--- src/hw/audio_pkg.sv ---
`default_nettype none

package audio_pkg;

	// datapath widths
	localparam int BYTE_W   = 8;
	localparam int SAMPLE_W = 16;
	localparam int DIV_W    = 16;

	// fifo sizing, fill needs one bit more than the pointers
	localparam int FIFO_DEPTH     = 64;
	localparam int FIFO_HIGH_MARK = 56;
	localparam int PTR_W          = $clog2(FIFO_DEPTH);
	localparam int FILL_W         = PTR_W + 1;

	// clocks per uart bit, small for simulation
	localparam int UART_DIV = 8;

	// sample-rate divider
	localparam int DIV_RESET = 32;
	localparam int DIV_MIN   = 2;

	localparam int AXIL_ADDR_W = 32;
	localparam int AXIL_DATA_W = 32;

	typedef logic [BYTE_W-1:0]            byte_t;
	typedef logic [SAMPLE_W-1:0]          sample_t;
	typedef logic [FILL_W-1:0]            fill_t;
	typedef logic [DIV_W-1:0]             div_t;
	typedef logic [PTR_W-1:0]             fifo_ptr_t;
	typedef logic [$clog2(UART_DIV)-1:0]  baud_cnt_t;
	typedef logic [$clog2(BYTE_W)-1:0]    bit_idx_t;
	typedef logic [AXIL_ADDR_W-1:0]       axil_addr_t;
	typedef logic [AXIL_DATA_W-1:0]       axil_data_t;
	typedef logic [AXIL_DATA_W/8-1:0]     axil_strb_t;
	typedef logic [1:0]                   axil_resp_t;

	// register map
	localparam axil_addr_t REG_CTRL_ADDR   = 'h0;
	localparam axil_addr_t REG_DIV_ADDR    = 'h4;
	localparam axil_addr_t REG_STATUS_ADDR = 'h8;
	localparam int         STATUS_OVF_BIT  = 8;
	localparam int         STATUS_UDF_BIT  = 9;
	localparam axil_resp_t AXI_RESP_OKAY   = 2'b00;

	typedef enum logic [1:0] {
		IDLE,
		START,
		DATA,
		STOP
	} uart_state_e;

	typedef struct packed {
		logic       awvalid;
		axil_addr_t awaddr;
		logic       wvalid;
		axil_data_t wdata;
		axil_strb_t wstrb;
		logic       bready;
		logic       arvalid;
		axil_addr_t araddr;
		logic       rready;
	} axil_req_t;

	typedef struct packed {
		logic       awready;
		logic       wready;
		logic       arready;
		logic       bvalid;
		axil_resp_t bresp;
		logic       rvalid;
		axil_data_t rdata;
		axil_resp_t rresp;
	} axil_rsp_t;

	typedef struct packed {
		logic enable;
		div_t div;
	} csr_ctrl_t;

	typedef struct packed {
		fill_t fill;
		logic  overflow;
		logic  underflow;
	} fifo_status_t;

endpackage

`default_nettype wire

--- src/hw/uart_rx.sv ---
`default_nettype none

module uart_rx (
	input  wire                 CLK_IN,
	input  wire                 reset_i,
	input  wire                 rx_i,
	output audio_pkg::byte_t    byte_o,
	output logic                byte_valid_o
);
	import audio_pkg::*;

	logic        rx_meta;
	logic        rx_sync;
	uart_state_e state;
	baud_cnt_t   baud_cnt;
	bit_idx_t    bit_idx;
	byte_t       shift_q;
	logic        baud_half;
	logic        baud_full;

	assign baud_half = (baud_cnt == baud_cnt_t'(UART_DIV / 2 - 1));
	assign baud_full = (baud_cnt == baud_cnt_t'(UART_DIV - 1));
	assign byte_o    = shift_q;

	// two-flop synchronizer, idle line is high
	always_ff @(posedge CLK_IN) begin
		if (reset_i) begin
			rx_meta <= 1'b1;
			rx_sync <= 1'b1;
		end else begin
			rx_meta <= rx_i;
			rx_sync <= rx_meta;
		end
	end

	always_ff @(posedge CLK_IN) begin
		if (reset_i) begin
			state        <= IDLE;
			baud_cnt     <= '0;
			bit_idx      <= '0;
			byte_valid_o <= 1'b0;
		end else begin
			byte_valid_o <= 1'b0;
			baud_cnt     <= baud_cnt + baud_cnt_t'(1);
			case (state)
				IDLE: begin
					baud_cnt <= '0;
					if (!rx_sync)
						state <= START;
				end
				// recheck at mid-bit to reject glitches
				START: begin
					if (baud_half) begin
						baud_cnt <= '0;
						bit_idx  <= '0;
						state    <= rx_sync ? IDLE : DATA;
					end
				end
				DATA: begin
					if (baud_full) begin
						baud_cnt <= '0;
						bit_idx  <= bit_idx + bit_idx_t'(1);
						if (bit_idx == bit_idx_t'(BYTE_W - 1))
							state <= STOP;
					end
				end
				STOP: begin
					if (baud_full) begin
						// framing error drops the byte
						byte_valid_o <= rx_sync;
						state        <= IDLE;
					end
				end
				default: state <= IDLE;
			endcase
		end
	end

	// lsb first
	always_ff @(posedge CLK_IN) begin
		if (state == DATA && baud_full)
			shift_q <= {rx_sync, shift_q[BYTE_W-1:1]};
	end

	a_single_strobe: assert property (@(posedge CLK_IN) disable iff (reset_i)
		byte_valid_o |=> !byte_valid_o)
		else $error("byte_valid_o high for two cycles");

endmodule

`default_nettype wire

--- src/hw/sample_assembler.sv ---
`default_nettype none

module sample_assembler (
	input  wire                 CLK_IN,
	input  wire                 reset_i,
	input  wire audio_pkg::byte_t byte_i,
	input  wire                 byte_valid_i,
	output audio_pkg::sample_t  sample_o,
	output logic                push_o
);
	import audio_pkg::*;

	byte_t low_q;
	logic  have_low;

	always_ff @(posedge CLK_IN) begin
		if (reset_i) begin
			have_low <= 1'b0;
			push_o   <= 1'b0;
		end else begin
			push_o <= 1'b0;
			if (byte_valid_i) begin
				have_low <= !have_low;
				push_o   <= have_low;
			end
		end
	end

	// first byte of a pair is the low half
	always_ff @(posedge CLK_IN) begin
		if (byte_valid_i) begin
			if (!have_low)
				low_q <= byte_i;
			else
				sample_o <= {byte_i, low_q};
		end
	end

endmodule

`default_nettype wire

--- src/hw/sample_fifo.sv ---
`default_nettype none

module sample_fifo (
	input  wire                     CLK_IN,
	input  wire                     reset_i,
	input  wire                     push_i,
	input  wire audio_pkg::sample_t sample_i,
	input  wire                     pop_i,
	output audio_pkg::sample_t      head_o,
	output logic                    empty_o,
	output audio_pkg::fifo_status_t status_o,
	output logic                    cts_o
);
	import audio_pkg::*;

	sample_t   mem [FIFO_DEPTH];
	fifo_ptr_t wr_ptr;
	fifo_ptr_t rd_ptr;
	fill_t     fill_q;
	logic      full;
	logic      do_push;
	logic      do_pop;
	logic      ovf_q;

	assign full    = (fill_q == fill_t'(FIFO_DEPTH));
	assign empty_o = (fill_q == '0);
	// a push into a full fifo is dropped
	assign do_push = push_i && !full;
	assign do_pop  = pop_i && !empty_o;

	// show-ahead read
	assign head_o = mem[rd_ptr];

	// flow control watermark
	assign cts_o = (fill_q < fill_t'(FIFO_HIGH_MARK));

	assign status_o.fill      = fill_q;
	assign status_o.overflow  = ovf_q;
	// the dac sees the sample tick and flags underflow itself
	assign status_o.underflow = 1'b0;

	always_ff @(posedge CLK_IN) begin
		if (reset_i) begin
			wr_ptr <= '0;
			rd_ptr <= '0;
			fill_q <= '0;
			ovf_q  <= 1'b0;
		end else begin
			ovf_q <= push_i && full;
			if (do_push)
				wr_ptr <= wr_ptr + fifo_ptr_t'(1);
			if (do_pop)
				rd_ptr <= rd_ptr + fifo_ptr_t'(1);
			case ({do_push, do_pop})
				2'b10:   fill_q <= fill_q + fill_t'(1);
				2'b01:   fill_q <= fill_q - fill_t'(1);
				default: fill_q <= fill_q;
			endcase
		end
	end

	always_ff @(posedge CLK_IN) begin
		if (do_push)
			mem[wr_ptr] <= sample_i;
	end

	a_no_pop_empty: assert property (@(posedge CLK_IN) disable iff (reset_i)
		!(pop_i && empty_o))
		else $error("pop while fifo empty");

	a_fill_bound: assert property (@(posedge CLK_IN) disable iff (reset_i)
		fill_q <= fill_t'(FIFO_DEPTH))
		else $error("fifo fill above depth");

endmodule

`default_nettype wire

--- src/hw/sigma_delta_dac.sv ---
`default_nettype none

module sigma_delta_dac (
	input  wire                     CLK_IN,
	input  wire                     reset_i,
	input  wire audio_pkg::csr_ctrl_t ctrl_i,
	input  wire audio_pkg::sample_t head_i,
	input  wire                     empty_i,
	output logic                    pop_o,
	output logic                    underflow_o,
	output logic                    audio_o
);
	import audio_pkg::*;

	div_t                div_eff;
	div_t                tick_cnt;
	logic                tick;
	sample_t             held_q;
	sample_t             acc_q;
	logic [SAMPLE_W:0]   sum;

	// divider below the minimum is clamped
	assign div_eff = (ctrl_i.div < div_t'(DIV_MIN)) ? div_t'(DIV_MIN) : ctrl_i.div;
	assign tick    = ctrl_i.enable && (tick_cnt >= div_eff - div_t'(1));

	assign pop_o       = tick && !empty_i;
	assign underflow_o = tick && empty_i;

	// carry out of the accumulator is the one-bit output
	assign sum = {1'b0, acc_q} + {1'b0, held_q};

	always_ff @(posedge CLK_IN) begin
		if (reset_i) begin
			tick_cnt <= '0;
		end else if (!ctrl_i.enable || tick) begin
			tick_cnt <= '0;
		end else begin
			tick_cnt <= tick_cnt + div_t'(1);
		end
	end

	always_ff @(posedge CLK_IN) begin
		if (reset_i) begin
			held_q  <= '0;
			acc_q   <= '0;
			audio_o <= 1'b0;
		end else if (underflow_o) begin
			// starved, go silent
			held_q  <= '0;
			acc_q   <= '0;
			audio_o <= 1'b0;
		end else begin
			acc_q   <= sum[SAMPLE_W-1:0];
			audio_o <= sum[SAMPLE_W];
			if (pop_o)
				held_q <= head_i;
		end
	end

endmodule

`default_nettype wire

--- src/hw/audio_csr.sv ---
`default_nettype none

module audio_csr (
	input  wire                       CLK_IN,
	input  wire                       reset_i,
	input  wire audio_pkg::axil_req_t axil_req_i,
	output audio_pkg::axil_rsp_t      axil_rsp_o,
	input  wire audio_pkg::fifo_status_t status_i,
	input  wire                       underflow_i,
	output audio_pkg::csr_ctrl_t      ctrl_o
);
	import audio_pkg::*;

	logic       awready_q;
	logic       arready_q;
	logic       bvalid_q;
	logic       rvalid_q;
	axil_data_t rdata_q;
	axil_data_t rd_mux;
	logic       wr_fire;
	logic       rd_fire;
	logic       enable_q;
	div_t       div_q;
	logic       ovf_q;
	logic       udf_q;
	logic       clr_ovf;
	logic       clr_udf;
	logic       status_wr;

	assign wr_fire = awready_q && axil_req_i.awvalid && axil_req_i.wvalid;
	assign rd_fire = arready_q && axil_req_i.arvalid;

	assign status_wr = wr_fire && (axil_req_i.awaddr == REG_STATUS_ADDR) &&
		axil_req_i.wstrb[1];
	assign clr_ovf = status_wr && axil_req_i.wdata[STATUS_OVF_BIT];
	assign clr_udf = status_wr && axil_req_i.wdata[STATUS_UDF_BIT];

	always_comb begin
		axil_rsp_o.awready = awready_q;
		axil_rsp_o.wready  = awready_q;
		axil_rsp_o.arready = arready_q;
		axil_rsp_o.bvalid  = bvalid_q;
		axil_rsp_o.bresp   = AXI_RESP_OKAY;
		axil_rsp_o.rvalid  = rvalid_q;
		axil_rsp_o.rdata   = rdata_q;
		axil_rsp_o.rresp   = AXI_RESP_OKAY;
		ctrl_o.enable      = enable_q;
		ctrl_o.div         = div_q;
	end

	// unmapped addresses read as zero
	always_comb begin
		rd_mux = '0;
		case (axil_req_i.araddr)
			REG_CTRL_ADDR: rd_mux[0] = enable_q;
			REG_DIV_ADDR: rd_mux[DIV_W-1:0] = div_q;
			REG_STATUS_ADDR: begin
				rd_mux[FILL_W-1:0]    = status_i.fill;
				rd_mux[STATUS_OVF_BIT] = ovf_q;
				rd_mux[STATUS_UDF_BIT] = udf_q;
			end
			default: rd_mux = '0;
		endcase
	end

	// one outstanding write and one outstanding read
	always_ff @(posedge CLK_IN) begin
		if (reset_i) begin
			awready_q <= 1'b0;
			arready_q <= 1'b0;
			bvalid_q  <= 1'b0;
			rvalid_q  <= 1'b0;
		end else begin
			awready_q <= !awready_q && !bvalid_q &&
				axil_req_i.awvalid && axil_req_i.wvalid;
			arready_q <= !arready_q && !rvalid_q && axil_req_i.arvalid;
			if (wr_fire)
				bvalid_q <= 1'b1;
			else if (axil_req_i.bready)
				bvalid_q <= 1'b0;
			if (rd_fire)
				rvalid_q <= 1'b1;
			else if (axil_req_i.rready)
				rvalid_q <= 1'b0;
		end
	end

	always_ff @(posedge CLK_IN) begin
		if (rd_fire)
			rdata_q <= rd_mux;
	end

	always_ff @(posedge CLK_IN) begin
		if (reset_i) begin
			enable_q <= 1'b0;
			div_q    <= div_t'(DIV_RESET);
			ovf_q    <= 1'b0;
			udf_q    <= 1'b0;
		end else begin
			if (wr_fire) begin
				case (axil_req_i.awaddr)
					REG_CTRL_ADDR: begin
						if (axil_req_i.wstrb[0])
							enable_q <= axil_req_i.wdata[0];
					end
					REG_DIV_ADDR: begin
						if (axil_req_i.wstrb[0])
							div_q[7:0] <= axil_req_i.wdata[7:0];
						if (axil_req_i.wstrb[1])
							div_q[15:8] <= axil_req_i.wdata[15:8];
					end
					default: ;
				endcase
			end
			// new events win over a clear in the same cycle
			ovf_q <= (ovf_q && !clr_ovf) || status_i.overflow;
			udf_q <= (udf_q && !clr_udf) || underflow_i;
		end
	end

	a_bvalid_hold: assert property (@(posedge CLK_IN) disable iff (reset_i)
		axil_rsp_o.bvalid && !axil_req_i.bready |=> axil_rsp_o.bvalid)
		else $error("bvalid dropped before bready");

endmodule

`default_nettype wire

--- src/hw/audio_stream_top.sv ---
`default_nettype none

module audio_stream_top (
	input  wire                       CLK_IN,
	input  wire                       reset_i,
	input  wire                       uart_rx_i,
	output logic                      uart_cts_o,
	output logic                      audio_o,
	input  wire audio_pkg::axil_req_t axil_req_i,
	output audio_pkg::axil_rsp_t      axil_rsp_o
);
	import audio_pkg::*;

	byte_t        rx_byte;
	logic         rx_byte_valid;
	sample_t      asm_sample;
	logic         asm_push;
	sample_t      fifo_head;
	logic         fifo_empty;
	fifo_status_t fifo_status;
	logic         dac_pop;
	logic         dac_underflow;
	csr_ctrl_t    csr_ctrl;

	uart_rx u_uart_rx (
		.CLK_IN       (CLK_IN),
		.reset_i      (reset_i),
		.rx_i         (uart_rx_i),
		.byte_o       (rx_byte),
		.byte_valid_o (rx_byte_valid)
	);

	sample_assembler u_sample_assembler (
		.CLK_IN       (CLK_IN),
		.reset_i      (reset_i),
		.byte_i       (rx_byte),
		.byte_valid_i (rx_byte_valid),
		.sample_o     (asm_sample),
		.push_o       (asm_push)
	);

	sample_fifo u_sample_fifo (
		.CLK_IN   (CLK_IN),
		.reset_i  (reset_i),
		.push_i   (asm_push),
		.sample_i (asm_sample),
		.pop_i    (dac_pop),
		.head_o   (fifo_head),
		.empty_o  (fifo_empty),
		.status_o (fifo_status),
		.cts_o    (uart_cts_o)
	);

	sigma_delta_dac u_sigma_delta_dac (
		.CLK_IN      (CLK_IN),
		.reset_i     (reset_i),
		.ctrl_i      (csr_ctrl),
		.head_i      (fifo_head),
		.empty_i     (fifo_empty),
		.pop_o       (dac_pop),
		.underflow_o (dac_underflow),
		.audio_o     (audio_o)
	);

	// register block beside the streaming path
	audio_csr u_audio_csr (
		.CLK_IN      (CLK_IN),
		.reset_i     (reset_i),
		.axil_req_i  (axil_req_i),
		.axil_rsp_o  (axil_rsp_o),
		.status_i    (fifo_status),
		.underflow_i (dac_underflow),
		.ctrl_o      (csr_ctrl)
	);

endmodule

`default_nettype wire

--- config.mk ---
export PLATFORM = sky130hd
export DESIGN_NAME = audio_stream_top
export DESIGN_NICKNAME = d
export VERILOG_FILES = /design/src/hw/audio_pkg.sv /design/src/hw/uart_rx.sv /design/src/hw/sample_assembler.sv /design/src/hw/sample_fifo.sv /design/src/hw/sigma_delta_dac.sv /design/src/hw/audio_csr.sv /design/src/hw/audio_stream_top.sv
export SDC_FILE = /design/constraint.sdc
export NUM_CORES = 1
export LEC_CHECK = 0
export BUFFER_PORTS_ARGS = -buffer_cell sky130_fd_sc_hd__buf_2
export CORE_ASPECT_RATIO = 1.1
export CORE_UTILIZATION = 62
export DETAILED_ROUTE_END_ITERATION = 8
export MAX_ROUTING_LAYER = met4
export PLACE_DENSITY = 0.83
export SYNTH_ARGS = -nofsm -noshare
export SYNTH_HDL_FRONTEND = slang
export SYNTH_SLANG_ARGS = --single-unit
--- constraint.sdc ---
create_clock -name CLK_IN -period 6.7 [get_ports CLK_IN]
set_input_delay 1.34 -clock CLK_IN [delete_from_list [all_inputs] [get_ports CLK_IN]]
set_output_delay 1.34 -clock CLK_IN [all_outputs]
set_load 0.02 [all_outputs]
Word level (Yosys, flattened, before mapping):

Memory sizes are Yosys's and may differ from the RTL's. A register that Yosys moved wholly into a read port is not among the register bits.
Cells that the tools add are included.

* memories kept: 1
* register bits after elaboration: 137
* input port bits: 108
* memory bits (read-only): 0
* bits in latches: 0
* bits in writable memories: 1024

Memory list
* u_sample_fifo.mem: words 64, bits a word 16, rd ports 1, clocked after memory_dff 1, write ports 1, RTL line sample_fifo.sv:16 `sample_t mem [FIFO_DEPTH];`

* div/mod/pow operators: 0
* add/sub/neg operators: 9
* $mul: 0
* $lt $le $gt $ge: 3
* multiplexer cells: 24
* eq/ne operators: 18
* reductions and logical operators: 53
* bitwise gates (word level): 4
* shifts and indexed selects: 0

Operators with widths (count)
* $eq A32 B3 Y1 const B: 2
* $eq A32 B4 Y1 const B: 2
* $logic_not A32 Y1: 2
* $logic_and A1 B1 Y1: 21
* $add A16 B16 Y17: 1
* $add A16 B1 Y16 const B: 1
* $ge A16 B16 Y1: 1
* $lt A16 B2 Y1 const B: 1
* $mux W16: 1
* $sub A16 B1 Y16 const B: 1
* $pmux W7 S2: 1
* $add A6 B1 Y6 const B: 2
* $mux W2: 6
* $mux W3: 4
* $pmux W6 S2: 1
* $reduce_and A3 Y1: 4
* $logic_not A1 Y1: 10
* $pmux W3 S3: 1
* $ne A2 B1 Y1 const B: 4
* $pmux W2 S4: 1
* $reduce_bool A2 Y1: 4
* $add A7 B1 Y7 const B: 1
* $eq A7 B7 Y1 const B: 1
* $logic_not A7 Y1: 1
* 19 further kinds: 37

Logic depth before layout (Yosys ltp):

* depth in word-level cells: 9
* gate-level depth with buffers: 30
* mapped depth without buffers: 28

Cells and area by module:

From an unflattened synthesis, not the netlist that was laid out.

* cells, all modules: 2584
* area total of the unflattened synthesis: 47499.3 um^2

Modules (own cells, without submodules)
* sample_fifo: times used 1, area each 40714.0 um^2, cells an instance 1911
* sigma_delta_dac: times used 1, area each 3106.7 um^2, cells an instance 368
* audio_csr: times used 1, area each 2097.0 um^2, cells an instance 210
* sample_assembler: times used 1, area each 804.5 um^2, cells an instance 31
* uart_rx: times used 1, area each 777.0 um^2, cells an instance 64

Worst setup path after synthesis:

No wires, ideal clock.

* path type: reg-to-reg
* from: reg u_audio_csr.div_q[4]
* to: reg u_sample_fifo.fill_q[6]
* path slack: 757 ps
* setup time: 121 ps
* cell stages (with the launch flop): 28
* data arrival time: 5822 ps
* required time: 6579 ps
* clock period less this slack: 5943 ps
* path through: dfxtp_1 -> or4_4 -> nor4_2 -> nand2_1 -> nor3_1 -> nand2_1 -> o31ai_1 -> ha_1 -> nand2_1 -> nor4_1 -> xnor2_1 -> ha_1 -> nand4_1 -> nor4_1 -> a211oi_1 -> or3b_1 -> buf_2 -> inv_2 -> buf_2 -> ha_1 -> ha_1 -> nor2b_1 -> o21ai_0 -> nand2b_1 -> a21o_1 -> a21oi_1 -> mux2i_1 -> mux2_2

* word-level cells in the longest chain between the ends: 9
* elaborated cells on any way between the ends: 11
* those cells by class: add/sub (1); order compare (2); eq/ne (2); mux (2); reduce/logical (4)

RTL lines
* from (decl): RTL line audio_csr.sv:23 `div_t div_q;`
* from (signal assigned): RTL line audio_csr.sv:96 `div_q <= div_t'(DIV_RESET);`
* from (signal assigned): RTL line audio_csr.sv:108 `div_q[7:0] <= axil_req_i.wdata[7:0];`
* $lt A16 B2 Y1: RTL line sigma_delta_dac.sv:23 `assign div_eff = (ctrl_i.div < div_t'(DIV_MIN)) ? div_t'(DIV_MIN) : ctrl_i.div;`
* $mux W16 *: RTL line sigma_delta_dac.sv:23
* $sub A16 B1 Y16 *: RTL line sigma_delta_dac.sv:24 `assign tick = ctrl_i.enable && (tick_cnt >= div_eff - div_t'(1));`
* $ge A16 B16 Y1 *: RTL line sigma_delta_dac.sv:24
* $logic_and A1 B1 Y1 *: RTL line sigma_delta_dac.sv:24
* $logic_and A1 B1 Y1 *: RTL line sigma_delta_dac.sv:26 `assign pop_o = tick && !empty_i;`
* named net dac_pop: RTL line audio_stream_top.sv:21 `logic dac_pop;`
* $logic_and A1 B1 Y1 *: RTL line sample_fifo.sv:29 `assign do_pop = pop_i && !empty_o;`
* $eq A2 B1 Y1 / $eq A2 B2 Y1 (equally long branches): RTL line sample_fifo.sv:54 `case ({do_push, do_pop})`
* $pmux W7 S2 / $reduce_bool A2 Y1 (equally long branches)
* to (signal assigned): RTL line sample_fifo.sv:55 `2'b10: fill_q <= fill_q + fill_t'(1);`
* to (signal assigned): RTL line sample_fifo.sv:56 `2'b01: fill_q <= fill_q - fill_t'(1);`
* to (signal assigned): RTL line sample_fifo.sv:57 `default: fill_q <= fill_q;`
* to (decl): RTL line sample_fifo.sv:19 `fill_t fill_q;`

The timed path passes the listed nets; every way through them passes the cells marked *.
A chain may end at the register's enable or synchronous reset.

Worst setup path in the final report:

* from: reg u_audio_csr.div_q[4]
* to: reg u_sample_fifo.fill_q[6]

* word-level cells in the longest chain between the ends: 9
* elaborated cells on any way between the ends: 11
* those cells by class: add/sub (1); order compare (2); eq/ne (2); mux (2); reduce/logical (4)

RTL lines (RTL line)
* $lt A16 B2 Y1: sigma_delta_dac.sv:23
* $mux W16 *: sigma_delta_dac.sv:23
* $sub A16 B1 Y16 *: sigma_delta_dac.sv:24
* $ge A16 B16 Y1 *: sigma_delta_dac.sv:24
* $logic_and A1 B1 Y1 *: sigma_delta_dac.sv:24
* $logic_and A1 B1 Y1 *: sigma_delta_dac.sv:26
* $logic_and A1 B1 Y1 *: sample_fifo.sv:29
* $eq A2 B1 Y1 / $eq A2 B2 Y1 (equally long branches): sample_fifo.sv:54
* $pmux W7 S2 / $reduce_bool A2 Y1 (equally long branches)

Mark *: on every way between the ends. The rest lies on a longest branch, timed or not.

==> flow_summary.json <==
{
  "die_y_um": 289,
  "viasPerCell": 7.03,
  "die_w_um": 263,
  "synth_ff_type": "edfxtp_1",
  "portBuffers": 112,
  "grt_max_degree": 121,
  "place_area_sq_um": 48200,
  "synth-seq-area-share": 0.740,
  "cts_setup_buffers": 0,
  "synthesis.area_sq_um": 46300,
  "critPathCaptureType": "flip-flop",
  "wl_per_cell_um": 31.7,
  "netSwitchingPower_w": 0.00275,
  "die_area_sq_um": 75800,
  "cp_max_fo": 7,
  "synthArstFlopShare": 0,
  "min_period_ns": 6.19,
  "num_rows": 104,
  "io_pins": 151,
  "synth_edf_count": 1072,
  "root_buffer": "clkbuf_16",
  "cts_inserted_buffers": 107,
  "power.total_w": 0.0142,
  "start_util": 0.630,
  "drive_gt1_frac": 0.231,
  "min-delay-path-class": "flip-flop to flip-flop",
  "cts_buffer_depth": 3,
  "tns_ns": 0,
  "slew_headroom": -0.0304,
  "holdBufCountCts": 0,
  "cp_data_required_time_ns": 7.26,
  "fin_area_sq_um": 51800,
  "setup_violations": 0,
  "grtUsageTotal": 0.326,
  "violations": "design-rule violations, max-capacitance violations, max-slew violations",
  "tightest_slew_ns": 1.51,
  "cts.clk_slew.worst_paths_ns": 0.06,
  "vias": 26200,
  "timing.final.crit_share": 0.924,
  "power_frac_clock": 0.438,
  "maxCapViolCount": 1,
  "antenna_found_initial": 3,
  "max_freq_ghz": 0.161,
  "criticalPathCategory": "flip-flop to flip-flop",
  "hold_violations": 0,
  "final_nets": 2837,
  "fill_cells": 3972,
  "post-dp-hpwl_um": 63600,
  "leakage_nw": 16.5,
  "grt_pass1_vias": 26200,
  "synth_area_leaders": "edfxtp_1 (70%), mux4_2 (11%), dfxtp_1 (4.5%)",
  "cts_tree": "built",
  "wl_um": 118000,
  "grt_pass1_wl_um": 173000,
  "clock_sinks": 1177,
  "fin_ws_ns": 0.508,
  "dpl_worst_slack_ns": 0.376,
  "synth_most_common_cell": "edfxtp_1",
  "ys_warn_count": 0,
  "htreeDepth": 3,
  "core-area_sq_um": 73500,
  "place_congestion": 0.885,
  "slew_violations": 2,
  "yosysUniqueCellTypes": 60,
  "dr.pass1.iters": 9,
  "clk_latency_ns": 0.68,
  "synth.avg_cell_area_sq_um": 18.6,
  "internal-power_w": 0.0114,
  "combPwrFrac": 0.006,
  "synthCells": 2484,
  "worst_clock_skew_ns": 0.0249,
  "seq_power_share": 0.556,
  "antenna_left": 0,
  "swShare": 0.194,
  "synth_top_area_share": 0.695,
  "status": "finished, violations left",
  "drc": 17,
  "area_growth_pct": 11.8,
  "drtIter0Drc": 4291,
  "powerDensity_nw_per_um2": 274,
  "synth_seq_cells": 1177,
  "arrival_ns": 6.75,
  "worst_ir_drop_vdd_v": 0.000204,
  "synth_area_leader_cell": "edfxtp_1",
  "rsz0062_at_grt": "false",
  "cp-start-kind": "flip-flop",
  "ys_top_cells_by_count": "edfxtp_1 (1,072), mux4_2 (229), nor2_1 (199), dfxtp_1 (105), mux2i_1 (95)",
  "grt_overflow": 0
}
[worst paths after layout]
path              slack, ns                             end  depth (start not counted)                         from
setup reg to reg       0.51         u_sample_fifo.fill_q[6]                         25         u_audio_csr.div_q[4]
hold reg to reg        0.42  u_sample_assembler.sample_o[6]                          0  u_sample_assembler.low_q[6]
hold / removal         0.42  u_sample_assembler.sample_o[6]                          0  u_sample_assembler.low_q[6]
setup / recovery       0.51         u_sample_fifo.fill_q[6]                         25         u_audio_csr.div_q[4]
[layout by cell type, fill, tap and decap left out, drive strengths merged, types with 24 or more instances in the layout]
| cell type | synthesis | routed |
|---|---|---|
| buf | 90 | 209 |
| inv | 27 | 32 |
| o22ai | 45 | 45 |
| edfxtp | 1072 | 1072 |
| clkbuf | 57 | 138 |
| clkinv | 0 | 43 |
| nor3 | 51 | 51 |
| mux2i | 95 | 95 |
| ha | 53 | 53 |
| mux4 | 229 | 229 |
| a211oi | 24 | 24 |
| dfxtp | 105 | 105 |
| a21oi | 58 | 58 |
| nor2 | 199 | 199 |
| a22o | 25 | 25 |
| nand2 | 63 | 63 |
[per-stage QoR]
stage | hold WS (ns) | cells | util
2_1_floorplan | 0.389 | 2503 | -
3_3_place_gp | 0.400 | 3518 | 0.655
3_5_place_dp | 0.400 | 3518 | 0.655
4_1_cts | 0.420 | 3721 | 0.704
5_1_grt | 0.423 | 3725 | 0.704
6_report | 0.419 | 3725 | 0.704
[timing repair]
action | in CTS | in global routing
resized for setup | 0 | 4
endpoints found under the hold margin | 0 | 0
setup endpoints to repair | 0 | 1
[per-layer routing]
layer | up-vias | wire (um) | GRT usage
met2 | 2210 | 57800 | 0.523
met1 | 13100 | 39900 | 0.404
met4 | 0 | 6240 | 0.149
li1 | 10400 | - | -
met5 | - | 0 | -
met3 | 461 | 14300 | 0.0651
[worst max-delay path, cell delays in order (launching register included)]
cell      delay (ns)
dfxtp_1         0.39
or4_4           0.59
nor4_4          0.22
nand2_1         0.15
nor3_1          0.17
nand2_1         0.10
o31ai_1         0.31
ha_1            0.24
nand2_1         0.21
nor3_1          0.28
xnor2_1         0.11
ha_1            0.30
nand4_1         0.17
nor4_2          0.30
a211oi_1        0.15
or3b_1          0.45
inv_2           0.08
ha_2            0.25
ha_1            0.28
nor2b_1         0.15
o21ai_0         0.15
nand2b_1        0.11
a21o_1          0.18
a21oi_1         0.17
mux2i_1         0.22
mux2_2          0.35
[kinds of logic after synthesis]
family,count (synthesis),synth area share
DFF,1177,0.740
and+or+nand+nor,438,0.0443
muxes,326,0.132
AOI/OAI and AO/OA,270,0.0405
buffers and inverters,174,0.0190
adders and majority gates,55,0.0152
xor gates and xnor gates,43,0.00813
other,1,0.0000810
[state kept, by name, indices dropped and copies added (netlist names), 6 cells and up, named ones only]
name and flops:
u_sample_fifo.mem 1024, u_audio_csr.rdata_q 16, u_sample_fifo.fill_q 7, u_sample_assembler.sample_o 16, u_sample_fifo.wr_ptr 6, u_sample_fifo.rd_ptr 6
u_sample_assembler.low_q 8, u_sigma_delta_dac.held_q 16, u_uart_rx.byte_o 8, u_audio_csr.div_q 16, u_sigma_delta_dac.tick_cnt 16, u_sigma_delta_dac.acc_q 16
[area by class of cell]
cell class              instances  area, sq um  area share
repair buffers                209         1310      0.0254
flip-flops and latches       1177        34300       0.663
diodes                          3         7.51    0.000145
inverters                      27          101     0.00196
clock inverters                65          699      0.0135
well taps                     954         1190      0.0231
clock buffers                 138         2850      0.0550
multi-input cells            1152        11300       0.218
[power by group through the flow]
stage	clock network (W)	logic, W	registers (W)
floorplan	0	0.0000468	0.00805
CTS	0.00623	0.0000782	0.00789
detailed placement	0	0.0000778	0.00805
global placement	0	0.0000732	0.00805
finish	0.00622	0.0000789	0.00789
global route	0.00649	0.0000859	0.00789
Note: power is estimated with default switching activity, not from simulation.
